===== src/design/flacPkg.sv =====
package flacPkg;

    // job setup, latched at start.
    typedef struct packed {
        logic [15:0] blockSize;
        logic [3:0]  predictorOrder;
        logic [3:0]  partitionOrder;
        logic [4:0]  startBit;    // bit offset from the word msb.
        logic [15:0] startAddr;
    } streamCfgT;

    // one parsed rice sample.
    typedef struct packed {
        logic [15:0] quotient;
        logic [15:0] remainder;
        logic [3:0]  param;
    } riceFieldT;

    typedef struct packed {
        logic               valid;
        logic signed [15:0] value;
    } residualT;

    typedef enum logic [2:0] {
        idle,
        prime,
        param,
        samples,
        finish,
        fault
    } ctrlStateT;

    localparam logic [3:0] ESCAPE_PARAM = 4'd15;    // verbatim partition, unsupported.

endpackage


===== src/design/apbPkg.sv =====
package apbPkg;

    typedef struct packed {
        logic        psel;
        logic        penable;
        logic        pwrite;
        logic [7:0]  paddr;
        logic [31:0] pwdata;
    } apbReqT;

    typedef struct packed {
        logic [31:0] prdata;
        logic        pready;
        logic        pslverr;
    } apbRspT;

    typedef enum logic [7:0] {
        ctrl      = 8'h00,
        status    = 8'h04,
        blockSize = 8'h08,
        orders    = 8'h0C,    // predictor [3:0], partition [7:4].
        startBit  = 8'h10,
        startAddr = 8'h14,
        count     = 8'h18
    } regAddrT;

endpackage


===== src/design/residualApbRegs.sv =====
`timescale 1ns/1ps

module residualApbRegs (
    input  logic               iClock,
    input  logic               rstN,
    input  apbPkg::apbReqT     apbReq,
    output apbPkg::apbRspT     apbRsp,
    output flacPkg::streamCfgT cfg,
    output logic               start,
    input  logic               busy,
    input  logic               done,
    input  logic               error,
    input  logic [15:0]        sampleCount
);

    flacPkg::streamCfgT shadow;
    logic               access;
    logic               mapped;
    logic               readOnly;
    logic               launch;
    logic [31:0]        readData;

    assign access = apbReq.psel && apbReq.penable;
    assign launch = access && apbReq.pwrite && (apbReq.paddr == apbPkg::ctrl) &&
                    apbReq.pwdata[0] && !busy;    // ignored while a job runs.

    always_comb begin
        mapped   = 1'b1;
        readOnly = 1'b0;
        readData = '0;
        case (apbReq.paddr)
            apbPkg::ctrl: begin
                readData = {31'b0, busy};
            end
            apbPkg::status: begin
                readData = {29'b0, error, done, busy};
                readOnly = 1'b1;
            end
            apbPkg::blockSize: begin
                readData = {16'b0, shadow.blockSize};
            end
            apbPkg::orders: begin
                readData = {24'b0, shadow.partitionOrder, shadow.predictorOrder};
            end
            apbPkg::startBit: begin
                readData = {27'b0, shadow.startBit};
            end
            apbPkg::startAddr: begin
                readData = {16'b0, shadow.startAddr};
            end
            apbPkg::count: begin
                readData = {16'b0, sampleCount};
                readOnly = 1'b1;
            end
            default: begin
                mapped = 1'b0;
            end
        endcase
    end

    assign apbRsp.prdata  = readData;
    assign apbRsp.pready  = 1'b1;    // no wait states.
    assign apbRsp.pslverr = access && (!mapped || (apbReq.pwrite && readOnly));

    always_ff @(posedge iClock) begin
        if (!rstN) begin
            shadow <= '0;
            start  <= 1'b0;
        end else begin
            start <= launch;
            if (access && apbReq.pwrite) begin
                case (apbReq.paddr)
                    apbPkg::blockSize: shadow.blockSize <= apbReq.pwdata[15:0];
                    apbPkg::orders: begin
                        shadow.predictorOrder <= apbReq.pwdata[3:0];
                        shadow.partitionOrder <= apbReq.pwdata[7:4];
                    end
                    apbPkg::startBit:  shadow.startBit <= apbReq.pwdata[4:0];
                    apbPkg::startAddr: shadow.startAddr <= apbReq.pwdata[15:0];
                    default: ;
                endcase
            end
        end
    end

    // job copy stays fixed while the engine runs.
    always_ff @(posedge iClock) begin
        if (launch) begin
            cfg <= shadow;
        end
    end

endmodule


===== src/design/residualControl.sv =====
`timescale 1ns/1ps

module residualControl (
    input  logic               iClock,
    input  logic               rstN,
    input  logic               start,
    input  flacPkg::streamCfgT cfg,
    output logic               readParam,
    output logic               sampleEnable,
    input  logic               paramValid,
    input  logic [3:0]         param,
    input  logic               beatDone,
    output logic               busy,
    output logic               done,
    output logic               error,
    output logic [15:0]        sampleCount
);

    flacPkg::ctrlStateT state;
    logic [15:0]        partSize;
    logic [15:0]        lastPart;
    logic [15:0]        partIdx;
    logic [15:0]        samplesLeft;
    logic               sampleBusy;
    logic               partEnd;

    assign partSize = cfg.blockSize >> cfg.partitionOrder;
    assign lastPart = (16'd1 << cfg.partitionOrder) - 16'd1;
    assign busy     = state != flacPkg::idle;

    // one sample in flight at a time, so the parser never runs past a partition.
    assign sampleEnable = (state == flacPkg::samples) && !sampleBusy;

    assign partEnd = ((state == flacPkg::param) && paramValid &&
                      (param != flacPkg::ESCAPE_PARAM) && (samplesLeft == 16'd0)) ||
                     ((state == flacPkg::samples) && beatDone && (samplesLeft == 16'd1));

    always_ff @(posedge iClock) begin
        if (!rstN) begin
            state       <= flacPkg::idle;
            readParam   <= 1'b0;
            sampleBusy  <= 1'b0;
            done        <= 1'b0;
            error       <= 1'b0;
            sampleCount <= '0;
        end else begin
            readParam <= 1'b0;
            if (beatDone) begin
                sampleBusy <= 1'b0;
            end else if (sampleEnable) begin
                sampleBusy <= 1'b1;
            end
            case (state)
                flacPkg::idle: begin
                    if (start) begin
                        state       <= flacPkg::prime;
                        done        <= 1'b0;
                        error       <= 1'b0;
                        sampleCount <= '0;
                    end
                end
                flacPkg::prime: begin
                    // warm-up samples are not coded in the first partition.
                    samplesLeft <= partSize - 16'(cfg.predictorOrder);
                    partIdx     <= '0;
                    readParam   <= 1'b1;
                    state       <= flacPkg::param;
                end
                flacPkg::param: begin
                    if (paramValid) begin
                        if (param == flacPkg::ESCAPE_PARAM) begin
                            state <= flacPkg::fault;
                        end else if (samplesLeft != 16'd0) begin
                            state <= flacPkg::samples;
                        end
                    end
                end
                flacPkg::samples: begin
                    if (beatDone) begin
                        samplesLeft <= samplesLeft - 16'd1;
                        sampleCount <= sampleCount + 16'd1;
                    end
                end
                flacPkg::finish: begin
                    done  <= 1'b1;
                    state <= flacPkg::idle;
                end
                flacPkg::fault: begin
                    error <= 1'b1;
                    state <= flacPkg::idle;
                end
                default: state <= flacPkg::idle;
            endcase
            if (partEnd) begin
                if (partIdx == lastPart) begin
                    state <= flacPkg::finish;
                end else begin
                    partIdx     <= partIdx + 16'd1;
                    samplesLeft <= partSize;
                    readParam   <= 1'b1;
                    state       <= flacPkg::param;
                end
            end
        end
    end

endmodule


===== src/design/bitFetcher.sv =====
`timescale 1ns/1ps

module bitFetcher #(
    parameter int DATA_WIDTH = 16,
    parameter int ADDR_WIDTH = 16
) (
    input  logic                  iClock,
    input  logic                  rstN,
    input  logic                  start,
    input  flacPkg::streamCfgT    cfg,
    output logic [ADDR_WIDTH-1:0] memAddr,
    input  logic [DATA_WIDTH-1:0] memData,
    output logic                  dataBit,
    output logic                  bitValid,
    input  logic                  bitTake
);

    localparam int POS_W = $clog2(DATA_WIDTH);

    logic                  active;
    logic                  loading;
    logic [ADDR_WIDTH-1:0] addrReg;
    logic [DATA_WIDTH-1:0] shiftReg;
    logic [POS_W-1:0]      bitPos;

    // start address goes straight out so the first word arrives a cycle sooner.
    assign memAddr  = start ? ADDR_WIDTH'(cfg.startAddr) : addrReg;
    assign bitValid = active && !loading;
    assign dataBit  = shiftReg[DATA_WIDTH-1];

    always_ff @(posedge iClock) begin
        if (!rstN) begin
            active  <= 1'b0;
            loading <= 1'b0;
        end else if (start) begin
            active  <= 1'b1;
            loading <= 1'b1;
            addrReg <= ADDR_WIDTH'(cfg.startAddr) + ADDR_WIDTH'(1);    // prefetch.
            bitPos  <= POS_W'(cfg.startBit);
        end else if (loading) begin
            shiftReg <= memData << bitPos;    // skip bits before the start.
            loading  <= 1'b0;
        end else if (bitValid && bitTake) begin
            shiftReg <= shiftReg << 1;
            bitPos   <= bitPos + 1'b1;    // wraps to 0 at the word end.
            if (bitPos == POS_W'(DATA_WIDTH - 1)) begin
                loading <= 1'b1;
                addrReg <= addrReg + ADDR_WIDTH'(1);
            end
        end
    end

endmodule


===== src/design/riceFieldParser.sv =====
`timescale 1ns/1ps

module riceFieldParser #(
    parameter int DATA_WIDTH = 16
) (
    input  logic               iClock,
    input  logic               rstN,
    input  logic               dataBit,
    input  logic               bitValid,
    output logic               bitTake,
    input  logic               readParam,
    input  logic               sampleEnable,
    output logic               paramValid,
    output logic [3:0]         param,
    output flacPkg::riceFieldT field,
    output logic               fieldValid,
    input  logic               fieldTake
);

    typedef enum logic [2:0] {
        pIdle,
        pParam,
        pQuot,
        pRem,
        pHold
    } parseStateT;

    parseStateT            state;
    logic [3:0]            bitCount;
    logic [DATA_WIDTH-1:0] quotient;
    logic [DATA_WIDTH-1:0] remainder;

    assign bitTake = bitValid && ((state == pParam) || (state == pQuot) || (state == pRem));
    assign field   = '{quotient: 16'(quotient), remainder: 16'(remainder), param: param};

    always_ff @(posedge iClock) begin
        if (!rstN) begin
            state      <= pIdle;
            paramValid <= 1'b0;
            fieldValid <= 1'b0;
        end else begin
            paramValid <= 1'b0;
            case (state)
                pIdle: begin
                    if (readParam) begin
                        bitCount <= '0;
                        state    <= pParam;
                    end else if (sampleEnable) begin
                        quotient  <= '0;
                        remainder <= '0;
                        state     <= pQuot;
                    end
                end
                pParam: begin
                    if (bitTake) begin
                        param    <= {param[2:0], dataBit};
                        bitCount <= bitCount + 1'b1;
                        if (bitCount == 4'd3) begin
                            paramValid <= 1'b1;
                            state      <= pIdle;
                        end
                    end
                end
                pQuot: begin
                    if (bitTake) begin
                        if (dataBit) begin    // stop bit of the unary part.
                            bitCount <= '0;
                            if (param == 4'd0) begin
                                fieldValid <= 1'b1;
                                state      <= pHold;
                            end else begin
                                state <= pRem;
                            end
                        end else begin
                            quotient <= quotient + 1'b1;
                        end
                    end
                end
                pRem: begin
                    if (bitTake) begin
                        remainder <= {remainder[DATA_WIDTH-2:0], dataBit};
                        bitCount  <= bitCount + 1'b1;
                        if (bitCount == param - 4'd1) begin
                            fieldValid <= 1'b1;
                            state      <= pHold;
                        end
                    end
                end
                pHold: begin
                    if (fieldTake) begin
                        fieldValid <= 1'b0;
                        state      <= pIdle;
                    end
                end
                default: state <= pIdle;
            endcase
        end
    end

endmodule


===== src/design/riceValueDecoder.sv =====
`timescale 1ns/1ps

module riceValueDecoder #(
    parameter int DATA_WIDTH = 16
) (
    input  logic               iClock,
    input  logic               rstN,
    input  flacPkg::riceFieldT field,
    input  logic               fieldValid,
    output logic               fieldTake,
    output flacPkg::residualT  residual,
    input  logic               residualReady,
    output logic               beatDone
);

    logic [DATA_WIDTH-1:0] folded;
    logic [DATA_WIDTH-1:0] magnitude;
    logic [DATA_WIDTH-1:0] decoded;
    logic                  outValid;
    logic signed [15:0]    outValue;

    assign folded    = (DATA_WIDTH'(field.quotient) << field.param) |
                       DATA_WIDTH'(field.remainder);
    assign magnitude = folded >> 1;
    assign decoded   = folded[0] ? ~magnitude : magnitude;    // odd folds to -(v/2)-1.

    // refill the output register as it drains.
    assign fieldTake = fieldValid && (!outValid || residualReady);
    assign beatDone  = outValid && residualReady;
    assign residual  = '{valid: outValid, value: outValue};

    always_ff @(posedge iClock) begin
        if (!rstN) begin
            outValid <= 1'b0;
        end else begin
            if (fieldTake) begin
                outValid <= 1'b1;
                outValue <= 16'(decoded);
            end else if (residualReady) begin
                outValid <= 1'b0;
            end
        end
    end

endmodule


===== src/design/residualDecoderTop.sv =====
`timescale 1ns/1ps

module residualDecoderTop #(
    parameter int DATA_WIDTH = 16,
    parameter int ADDR_WIDTH = 16
) (
    input  logic                  iClock,
    input  logic                  rstN,
    input  apbPkg::apbReqT        apbReq,
    output apbPkg::apbRspT        apbRsp,
    output logic [ADDR_WIDTH-1:0] memAddr,
    input  logic [DATA_WIDTH-1:0] memData,
    output flacPkg::residualT     residual,
    input  logic                  residualReady
);

    flacPkg::streamCfgT cfg;
    flacPkg::riceFieldT field;
    logic               start;
    logic               busy;
    logic               done;
    logic               error;
    logic [15:0]        sampleCount;
    logic               readParam;
    logic               sampleEnable;
    logic               paramValid;
    logic [3:0]         param;
    logic               dataBit;
    logic               bitValid;
    logic               bitTake;
    logic               fieldValid;
    logic               fieldTake;
    logic               beatDone;

    residualApbRegs regs (
        .iClock      (iClock),
        .rstN        (rstN),
        .apbReq      (apbReq),
        .apbRsp      (apbRsp),
        .cfg         (cfg),
        .start       (start),
        .busy        (busy),
        .done        (done),
        .error       (error),
        .sampleCount (sampleCount)
    );

    residualControl control (
        .iClock       (iClock),
        .rstN         (rstN),
        .start        (start),
        .cfg          (cfg),
        .readParam    (readParam),
        .sampleEnable (sampleEnable),
        .paramValid   (paramValid),
        .param        (param),
        .beatDone     (beatDone),
        .busy         (busy),
        .done         (done),
        .error        (error),
        .sampleCount  (sampleCount)
    );

    bitFetcher #(
        .DATA_WIDTH (DATA_WIDTH),
        .ADDR_WIDTH (ADDR_WIDTH)
    ) fetcher (
        .iClock   (iClock),
        .rstN     (rstN),
        .start    (start),
        .cfg      (cfg),
        .memAddr  (memAddr),
        .memData  (memData),
        .dataBit  (dataBit),
        .bitValid (bitValid),
        .bitTake  (bitTake)
    );

    riceFieldParser #(
        .DATA_WIDTH (DATA_WIDTH)
    ) parser (
        .iClock       (iClock),
        .rstN         (rstN),
        .dataBit      (dataBit),
        .bitValid     (bitValid),
        .bitTake      (bitTake),
        .readParam    (readParam),
        .sampleEnable (sampleEnable),
        .paramValid   (paramValid),
        .param        (param),
        .field        (field),
        .fieldValid   (fieldValid),
        .fieldTake    (fieldTake)
    );

    riceValueDecoder #(
        .DATA_WIDTH (DATA_WIDTH)
    ) decoder (
        .iClock        (iClock),
        .rstN          (rstN),
        .field         (field),
        .fieldValid    (fieldValid),
        .fieldTake     (fieldTake),
        .residual      (residual),
        .residualReady (residualReady),
        .beatDone      (beatDone)
    );

endmodule


===== config.mk =====
export PLATFORM = sky130hd
export DESIGN_NAME = residualDecoderTop
export DESIGN_NICKNAME = d
export VERILOG_FILES = /design/src/design/flacPkg.sv /design/src/design/apbPkg.sv /design/src/design/residualApbRegs.sv /design/src/design/residualControl.sv /design/src/design/bitFetcher.sv /design/src/design/riceFieldParser.sv /design/src/design/riceValueDecoder.sv /design/src/design/residualDecoderTop.sv
export SDC_FILE = /design/constraint.sdc
export NUM_CORES = 1
export LEC_CHECK = 0
export ABC_AREA = 1
export BUFFER_PORTS_ARGS = -buffer_cell sky130_fd_sc_hd__buf_2
export CAP_MARGIN = 20
export CELL_PAD_IN_SITES_DETAIL_PLACEMENT = 0
export CELL_PAD_IN_SITES_GLOBAL_PLACEMENT = 2
export CORE_UTILIZATION = 38
export DETAILED_ROUTE_END_ITERATION = 16
export HOLD_SLACK_MARGIN = 0.05
export PLACE_DENSITY = 0.92
export RECOVER_POWER = 25
export SETUP_SLACK_MARGIN = 0.5
export SLEW_MARGIN = 20
export SYNTH_ARGS = -nofsm -noshare
export SYNTH_HDL_FRONTEND = slang
export SYNTH_SLANG_ARGS = --single-unit

===== constraint.sdc =====
create_clock -name iClock -period 7.6 [get_ports iClock]
set_clock_uncertainty 0.15 [all_clocks]
set_input_delay 1.52 -clock iClock [delete_from_list [all_inputs] [get_ports iClock]]
set_output_delay 1.52 -clock iClock [all_outputs]
set_load 0.005 [all_outputs]

==> results of run 1 <==
==> area by class of cell <==
type | count | area share (%)
clock buffers | 34 | 4.49
flip-flops and latches | 245 | 40.8
repair buffers | 105 | 3.36
multi-input cells | 1322 | 40.9
inverters | 224 | 5.23
clock inverters | 18 | 1.25
well taps | 504 | 3.91
==> through the flow <==
step           util (%)  cell area, µm²  hold slack, ps  total power, mW
6_report           43.6           16100             276             3.65
5_1_grt            43.6           16100             284             3.85
4_1_cts            43.6           16100             282             3.69
3_5_place_dp       41.1           15200             270             2.32
3_3_place_gp       41.1           15200             267             2.31
2_1_floorplan         -           14400             258             2.14
==> cells in the final DEF (no fill, tap or decap), drive strengths merged, types with 16 or more instances in the layout <==
master  Yosys  layout
inv       219     221
xor2       44      44
o211ai     17      17
clkbuf     43      38
nand4      18      18
clkinv      5      17
dfxtp      77      77
nor3       48      48
ha         16      16
o22ai      18      18
edfxtp    168     168
nand3     141     141
buf        39     101
nand2     462     462
or2        17      17
nor2      177     177
a21oi      95      95
o21ai     177     177
conb        2      17
==> final timing paths <==
kind	from	endpoint	slack, ps	cells past startpoint
setup / recovery	apbReq[33]	apbRsp[9]	2480	9
hold / removal	regs.shadow[11]	regs.cfg[11]	280	0
setup reg to reg	regs.cfg[21]	control.samplesLeft[10]	3280	19
hold reg to reg	regs.shadow[11]	regs.cfg[11]	280	0
==> logic make-up (layout without fill, tap and decap cells) <==
| logic type | Yosys count | after routing |
|---|---|---|
| compound gates | 354 | 354 |
| simple gates | 875 | 875 |
| fa+ha+maj | 17 | 17 |
| buf+inv | 306 | 381 |
| xor+xnor | 53 | 53 |
| mux | 6 | 6 |
| flops | 245 | 245 |
| other cells | 2 | 17 |
==> flip-flops by register name, indices dropped and copies added (netlist names), 3 cells and up <==
name and flops:
control.samplesLeft 16, control.partIdx 16, regs.cfg 44, parser.quotient 16
fetcher.shiftReg 16, parser.bitCount 4, parser.param 4, regs.shadow 45
parser.remainder 16, control.state 3, fetcher.addrReg 16, fetcher.bitPos 4
control.sampleCount 16, decoder.outValue 16, parser.state 3
==> power by group through the flow <==
stage | clock, mW | combinational [mW] | sequential, mW
2_1_floorplan | 0 | 0.486 | 1.65
3_3_place_gp | 0 | 0.632 | 1.68
3_5_place_dp | 0 | 0.647 | 1.68
4_1_cts | 1.39 | 0.648 | 1.65
5_1_grt | 1.44 | 0.751 | 1.66
6_report | 1.36 | 0.644 | 1.65
==> cell usage after synthesis, drive strengths merged, types with 18 or more instances <==
master  number
nand2      462
inv        219
nor3        48
o21ai      177
clkbuf      43
a21oi       95
xor2        44
edfxtp     168
buf         39
nand4       18
nand3      141
nor2       177
o22ai       18
dfxtp       77
==> metal layers <==
layer | GRT usage, % | share of wire [%] | vias up
met1 | 28.9 | 48 | 5693
li1 | - | - | 6346
met3 | 2.19 | 4.8 | 50
met5 | 0 | 0 | -
met2 | 32.6 | 45 | 307
met4 | 5.12 | 2.3 | 0
==> impl_metrics.py, run 1 <==
metrics = {
    "outcome": {
        "run_status": "complete, but fails checks",
        "violations": "max-capacitance violations, max-slew violations",
    },
    "drt": {
        "via_count": 12400,
        "drt-total-wl_um": 38500,
        "via_per_inst": 5.06,
        "drc": 0,
        "drt_iter0_drc": 900,
        "final_antenna_net_count": 0,
        "first_pass_iters": 5,
        "avgRoutedWirePerCell_um": 15.7,
    },
    "clock_network": {
        "cts_buffers": 28,
        "post-cts-setup-buffers": 0,
        "cts-root-buf": "clkbuf_16",
        "cts_num_sinks": 245,
        "cts_resized": 0,
        "clk_pin_slew_worst_paths_ps": 70,
        "cts-htree-levels": 1,
        "cts_tree": "yes",
        "cts_hold_buf": 0,
        "insertion_delay_ps": 590,
        "clock_tree.buffer_depth": 3,
    },
    "logic_synthesis": {
        "yosysTopAreaCellShare_pct": 35.1,
        "synth_area_um2": 14400,
        "synth.yosys.seq_area_share_pct": 45.8,
        "synth_top_family_by_area": "simple AND/OR/NAND/NOR gates",
        "synth_edf_count": 168,
        "synth_top_area_cell": "edfxtp_1",
        "yosys_register_bits": 245,
        "syn_area_per_cell_um2": 7.74,
        "synth_compound_area_share_pct": 14.1,
        "yosys.area_share.adder_pct": 1.53,
        "muxShareOfSynthArea_pct": 0.418,
        "ys_types": 54,
        "synthSimpleGateAreaFrac_pct": 25.9,
        "yosys_warnings": 0,
        "synth_xor_area_share_pct": 3.23,
        "synthTopCellsByArea": "edfxtp_1, nand2_1, dfxtp_1",
        "synthCells": 1858,
        "synth_ff_type": "edfxtp_1",
        "synthArstFlopShare_pct": 0,
    },
    "cells_and_area": {
        "layout-drive-gt1-share_pct": 10.2,
        "register_area_um2": 6590,
        "diodes": 0,
        "n_fill_cell": 3858,
        "instances_no_fill": 2452,
        "layout.nets": 2005,
        "multi_input_area_um2": 6600,
        "area_growth_pct": 12.1,
    },
    "worst_hold_path": {
        "hold_path.class": "register to register",
    },
    "sta": {
        "fmax_mhz": 195,
        "tightest_slew_ps": 1540,
        "hold_viol_final": 0,
        "min_period_over_period_pct": 67.4,
        "drv_slew": 28,
        "slew_headroom_pct": -2.66,
        "setup_tns_ps": 0,
        "fin_crit_ps": 5120,
        "worst_slack_ps": 2480,
        "setup_viol": 0,
        "rsz0062_at_grt": "false",
    },
    "power_and_ir_drop": {
        "pwr-share-comb_pct": 17.6,
        "internal-power_mw": 2.57,
        "p_seq_share_pct": 45.2,
        "switching_share_pct": 29.6,
        "pwr-share-clk_pct": 37.1,
        "power_switching_mw": 1.08,
        "power.density_nw_per_um2": 226,
        "ir_drop_uv": 177,
        "p_leak_nw": 6.86,
    },
    "worst_setup_path": {
        "cp.arrival_ps": 3450,
        "path_buf_inv": 3,
        "worstPathRequired_ps": 5930,
        "end_kind": "output port",
        "crit_fanout": 14,
        "worstSetupStartpointType": "input port",
        "slowest_delay_ps": 390,
        "cp_slowest_cell": "o22ai_1",
        "crit_family": "simple AND/OR/NAND/NOR gates",
        "critPathKind": "input port to output port",
        "crit_chain": "buf_2, or2_2, nor2_1, nand2_1, nor2_1, inv_1, o22ai_1, a221o_1, buf_2",
    },
    "global_route": {
        "overflow": 0,
        "grt_pass1_vias": 11900,
        "antenna_found_initial": 1,
        "track_usage_pct": 20.2,
        "grt_max_degree": 62,
        "grt_pass1_wl_um": 62700,
    },
    "placement": {
        "place_inst": 2400,
        "place.gp.congestion": 0.857,
        "place_hpwl_um": 29100,
        "post-place-ws_ps": 2440,
        "place.port_buffers": 95,
    },
    "die": {
        "start_util_pct": 38.9,
        "dieHeight_um": 197,
        "die_x_um": 197,
        "die_area_um2": 38600,
        "ioPinCount": 129,
        "std_cell_rows": 70,
        "coreArea_um2": 37000,
    },
    "job": {
        "drv_cap": 1,
    },
}
(Power assumes the default switching activity.)
==> inputs of run 2 (changes only) <==
--- a/config.mk
+++ b/config.mk
@@ -10,10 +10,10 @@
 export CAP_MARGIN = 20
 export CELL_PAD_IN_SITES_DETAIL_PLACEMENT = 0
 export CELL_PAD_IN_SITES_GLOBAL_PLACEMENT = 2
-export CORE_UTILIZATION = 38
+export CORE_UTILIZATION = 32
 export DETAILED_ROUTE_END_ITERATION = 16
 export HOLD_SLACK_MARGIN = 0.05
-export PLACE_DENSITY = 0.92
+export PLACE_DENSITY = 0.83
 export RECOVER_POWER = 25
 export SETUP_SLACK_MARGIN = 0.5
 export SLEW_MARGIN = 20
==> constraint.sdc (replaced) <==
create_clock -name iClock -period 4.21 [get_ports iClock]
set_clock_uncertainty 0.15 [all_clocks]
set_input_delay 0.842 -clock iClock [delete_from_list [all_inputs] [get_ports iClock]]
set_output_delay 0.842 -clock iClock [all_outputs]
set_load 0.005 [all_outputs]
==> run 2 against run 1 <==
The run still ends with max-capacitance violations, max-slew violations left; count of clock-buffer cells in the layout rose by 13; register-to-register slack got worse by 2500 ps; combinational power rose by 80%; flip-flop and latch count did not move; sequential share of layout area fell by 0.99 points.
==> impl_metrics.py, run 2 (synthesis results as in run 1) <==
metrics = {
    "outcome": {
        "run_status": "complete, but fails checks",
        "violations": "max-capacitance violations, max-slew violations",
    },
    "worst_hold_path": {
        "min_from": "regs.shadow[7]",
        "holdPathEnd": "regs.cfg[7]",
        "whs_path_depth": 0,
        "hold_path.class": "register to register",
    },
    "worst_setup_path": {
        "crit_fanout": 15,
        "r2r_end": "control.samplesLeft[10]",
        "worstSetupStartpointType": "input port",
        "rrSetupSlack_ps": 790,
        "cp_slowest_cell": "o22ai_1",
        "cp_common_cell": "buf_2",
        "worstPathRequired_ps": 3220,
        "end_kind": "output port",
        "r2r_cells": 18,
        "critPathKind": "input port to output port",
        "crit_chain": "buf_2, or2_2, nor3_1, nand2_2, o22ai_1, a221o_1, buf_2",
        "reg2reg_from": "regs.cfg[22]",
        "cp.arrival_ps": 2560,
        "slowest_delay_ps": 400,
    },
    "drt": {
        "final_antenna_net_count": 0,
        "avgRoutedWirePerCell_um": 15.1,
        "drc": 0,
        "drt-total-wl_um": 38700,
        "first_pass_iters": 5,
        "drt_iter0_drc": 723,
        "via_per_inst": 4.87,
        "via_count": 12500,
    },
    "cells_and_area": {
        "largest_register_ffs": 45,
        "n_fill_cell": 4684,
        "instances_no_fill": 2562,
        "diodes": 0,
        "top_regs": "regs.shadow (45), regs.cfg (44)",
        "area_growth_pct": 14.9,
        "mostFrequentLayoutCells": "nand2_1, inv_1, o21ai_0",
        "final_common_cell": "nand2_1",
        "layout-drive-gt1-share_pct": 11.7,
        "layout.nets": 2025,
        "top_register": "regs.shadow",
    },
    "clock_network": {
        "cts_tree": "yes",
        "cts_num_sinks": 245,
        "cts-root-buf": "clkbuf_16",
        "clk_pin_slew_worst_paths_ps": 60,
        "clock_tree.buffer_depth": 3,
        "cts_hold_buf": 0,
        "insertion_delay_ps": 580,
        "cts-htree-levels": 1,
        "cts_buffers": 30,
    },
    "global_route": {
        "grt_pass1_vias": 12000,
        "track_usage_pct": 16.8,
        "grt_max_degree": 48,
        "grt_pass1_wl_um": 63200,
        "antenna_found_initial": 1,
        "overflow": 0,
    },
    "power_and_ir_drop": {
        "ir_drop_uv": 279,
        "p_leak_nw": 6.98,
        "power.density_nw_per_um2": 413,
    },
    "sta": {
        "min_period_over_period_pct": 84.4,
        "tightest_slew_ps": 1960,
        "fin_crit_ps": 3550,
        "hold_viol_final": 0,
        "drv_slew": 48,
        "slew_headroom_pct": -30.6,
        "setup_tns_ps": 0,
        "setup_viol": 0,
        "rsz0062_at_grt": "false",
        "fmax_mhz": 281,
    },
    "die": {
        "die_x_um": 214,
        "ioPinCount": 129,
        "die_area_um2": 45800,
        "std_cell_rows": 77,
        "start_util_pct": 32.5,
        "dieHeight_um": 214,
        "coreArea_um2": 44300,
    },
    "job": {
        "drv_cap": 1,
    },
    "placement": {
        "place.gp.congestion": 0.850,
        "place.port_buffers": 95,
        "place_inst": 2503,
        "place_hpwl_um": 29300,
    },
}
[run 2: changes by cell type in the layout (fill, tap and decap cells not counted), sizes merged]
cell    before  now
buf        101  118
clkbuf      38   52
clkinv      17    7
inv        221  222
[run 2: how the worst max path moves through the flow]
stage          slack [ps]    startpoint  cells past startpoint                       to
2_1_floorplan         650          rstN                      3       fetcher.addrReg[0]
5_1_grt               450  regs.cfg[21]                     19  control.samplesLeft[11]
4_1_cts               510    apbReq[33]                      9                apbRsp[7]
3_3_place_gp          490  regs.cfg[24]                     18  control.samplesLeft[10]
3_5_place_dp          460  regs.cfg[21]                     20  control.samplesLeft[10]
6_report              660    apbReq[33]                      7                apbRsp[7]
[run 2: repair_timing]
action / CTS / global route
resized for setup: 1 / 16
setup endpoints to repair: 2 / 24
buffers inserted: 0 / 3
pin swaps: 0 / 1
[run 2: final cells by class]
class	count	area [µm²]	share of cell area [%]
Clock buffer	47	887	5.37
Clock inverter	9	155	0.939
Inverter	224	846	5.12
Multi-Input combinational cell	1322	6630	40.1
Sequential cell	245	6590	39.9
Tap cell	592	741	4.48
Timing Repair Buffer	123	686	4.15
[run 2: report_power, final]
| part | total (mW) | leakage (nW) | switching (mW) | internal, mW |
|---|---|---|---|---|
| Clock | 2.69 | 0.499 | 1.05 | 1.64 |
| Sequential | 2.98 | 2.26 | 0.143 | 2.84 |
| Combinational | 1.16 | 4.23 | 0.772 | 0.389 |
| Total | 6.83 | 6.98 | 1.96 | 4.87 |
[run 2: layer usage]
metal,up-vias,share of wire [%],track usage [%]
li1,6386,-,-
met1,5773,46,22.4
met2,261,47,28.3
met3,60,4.1,2.05
met4,2,2.5,5.18
met5,-,0.036,0
[run 2: metrics by stage]
stage          util [%]  cell area, µm²  power (mW)  hold WS, ps  setup slack (ps)
6_report           37.3           16500        6.83          282               657
5_1_grt            37.3           16500        7.20          302               451
4_1_cts            37.2           16500        6.92          284               506
3_5_place_dp       34.8           15400        4.20          270               457
3_3_place_gp       34.8           15400        4.18          267               492
2_1_floorplan         -           14400        3.86          258               649
[run 2: worst max-delay path: cells and delay by family]
family          cells  cell delay (ps)
buf+inv             2              220
compound gates      2              620
simple gates        3              890
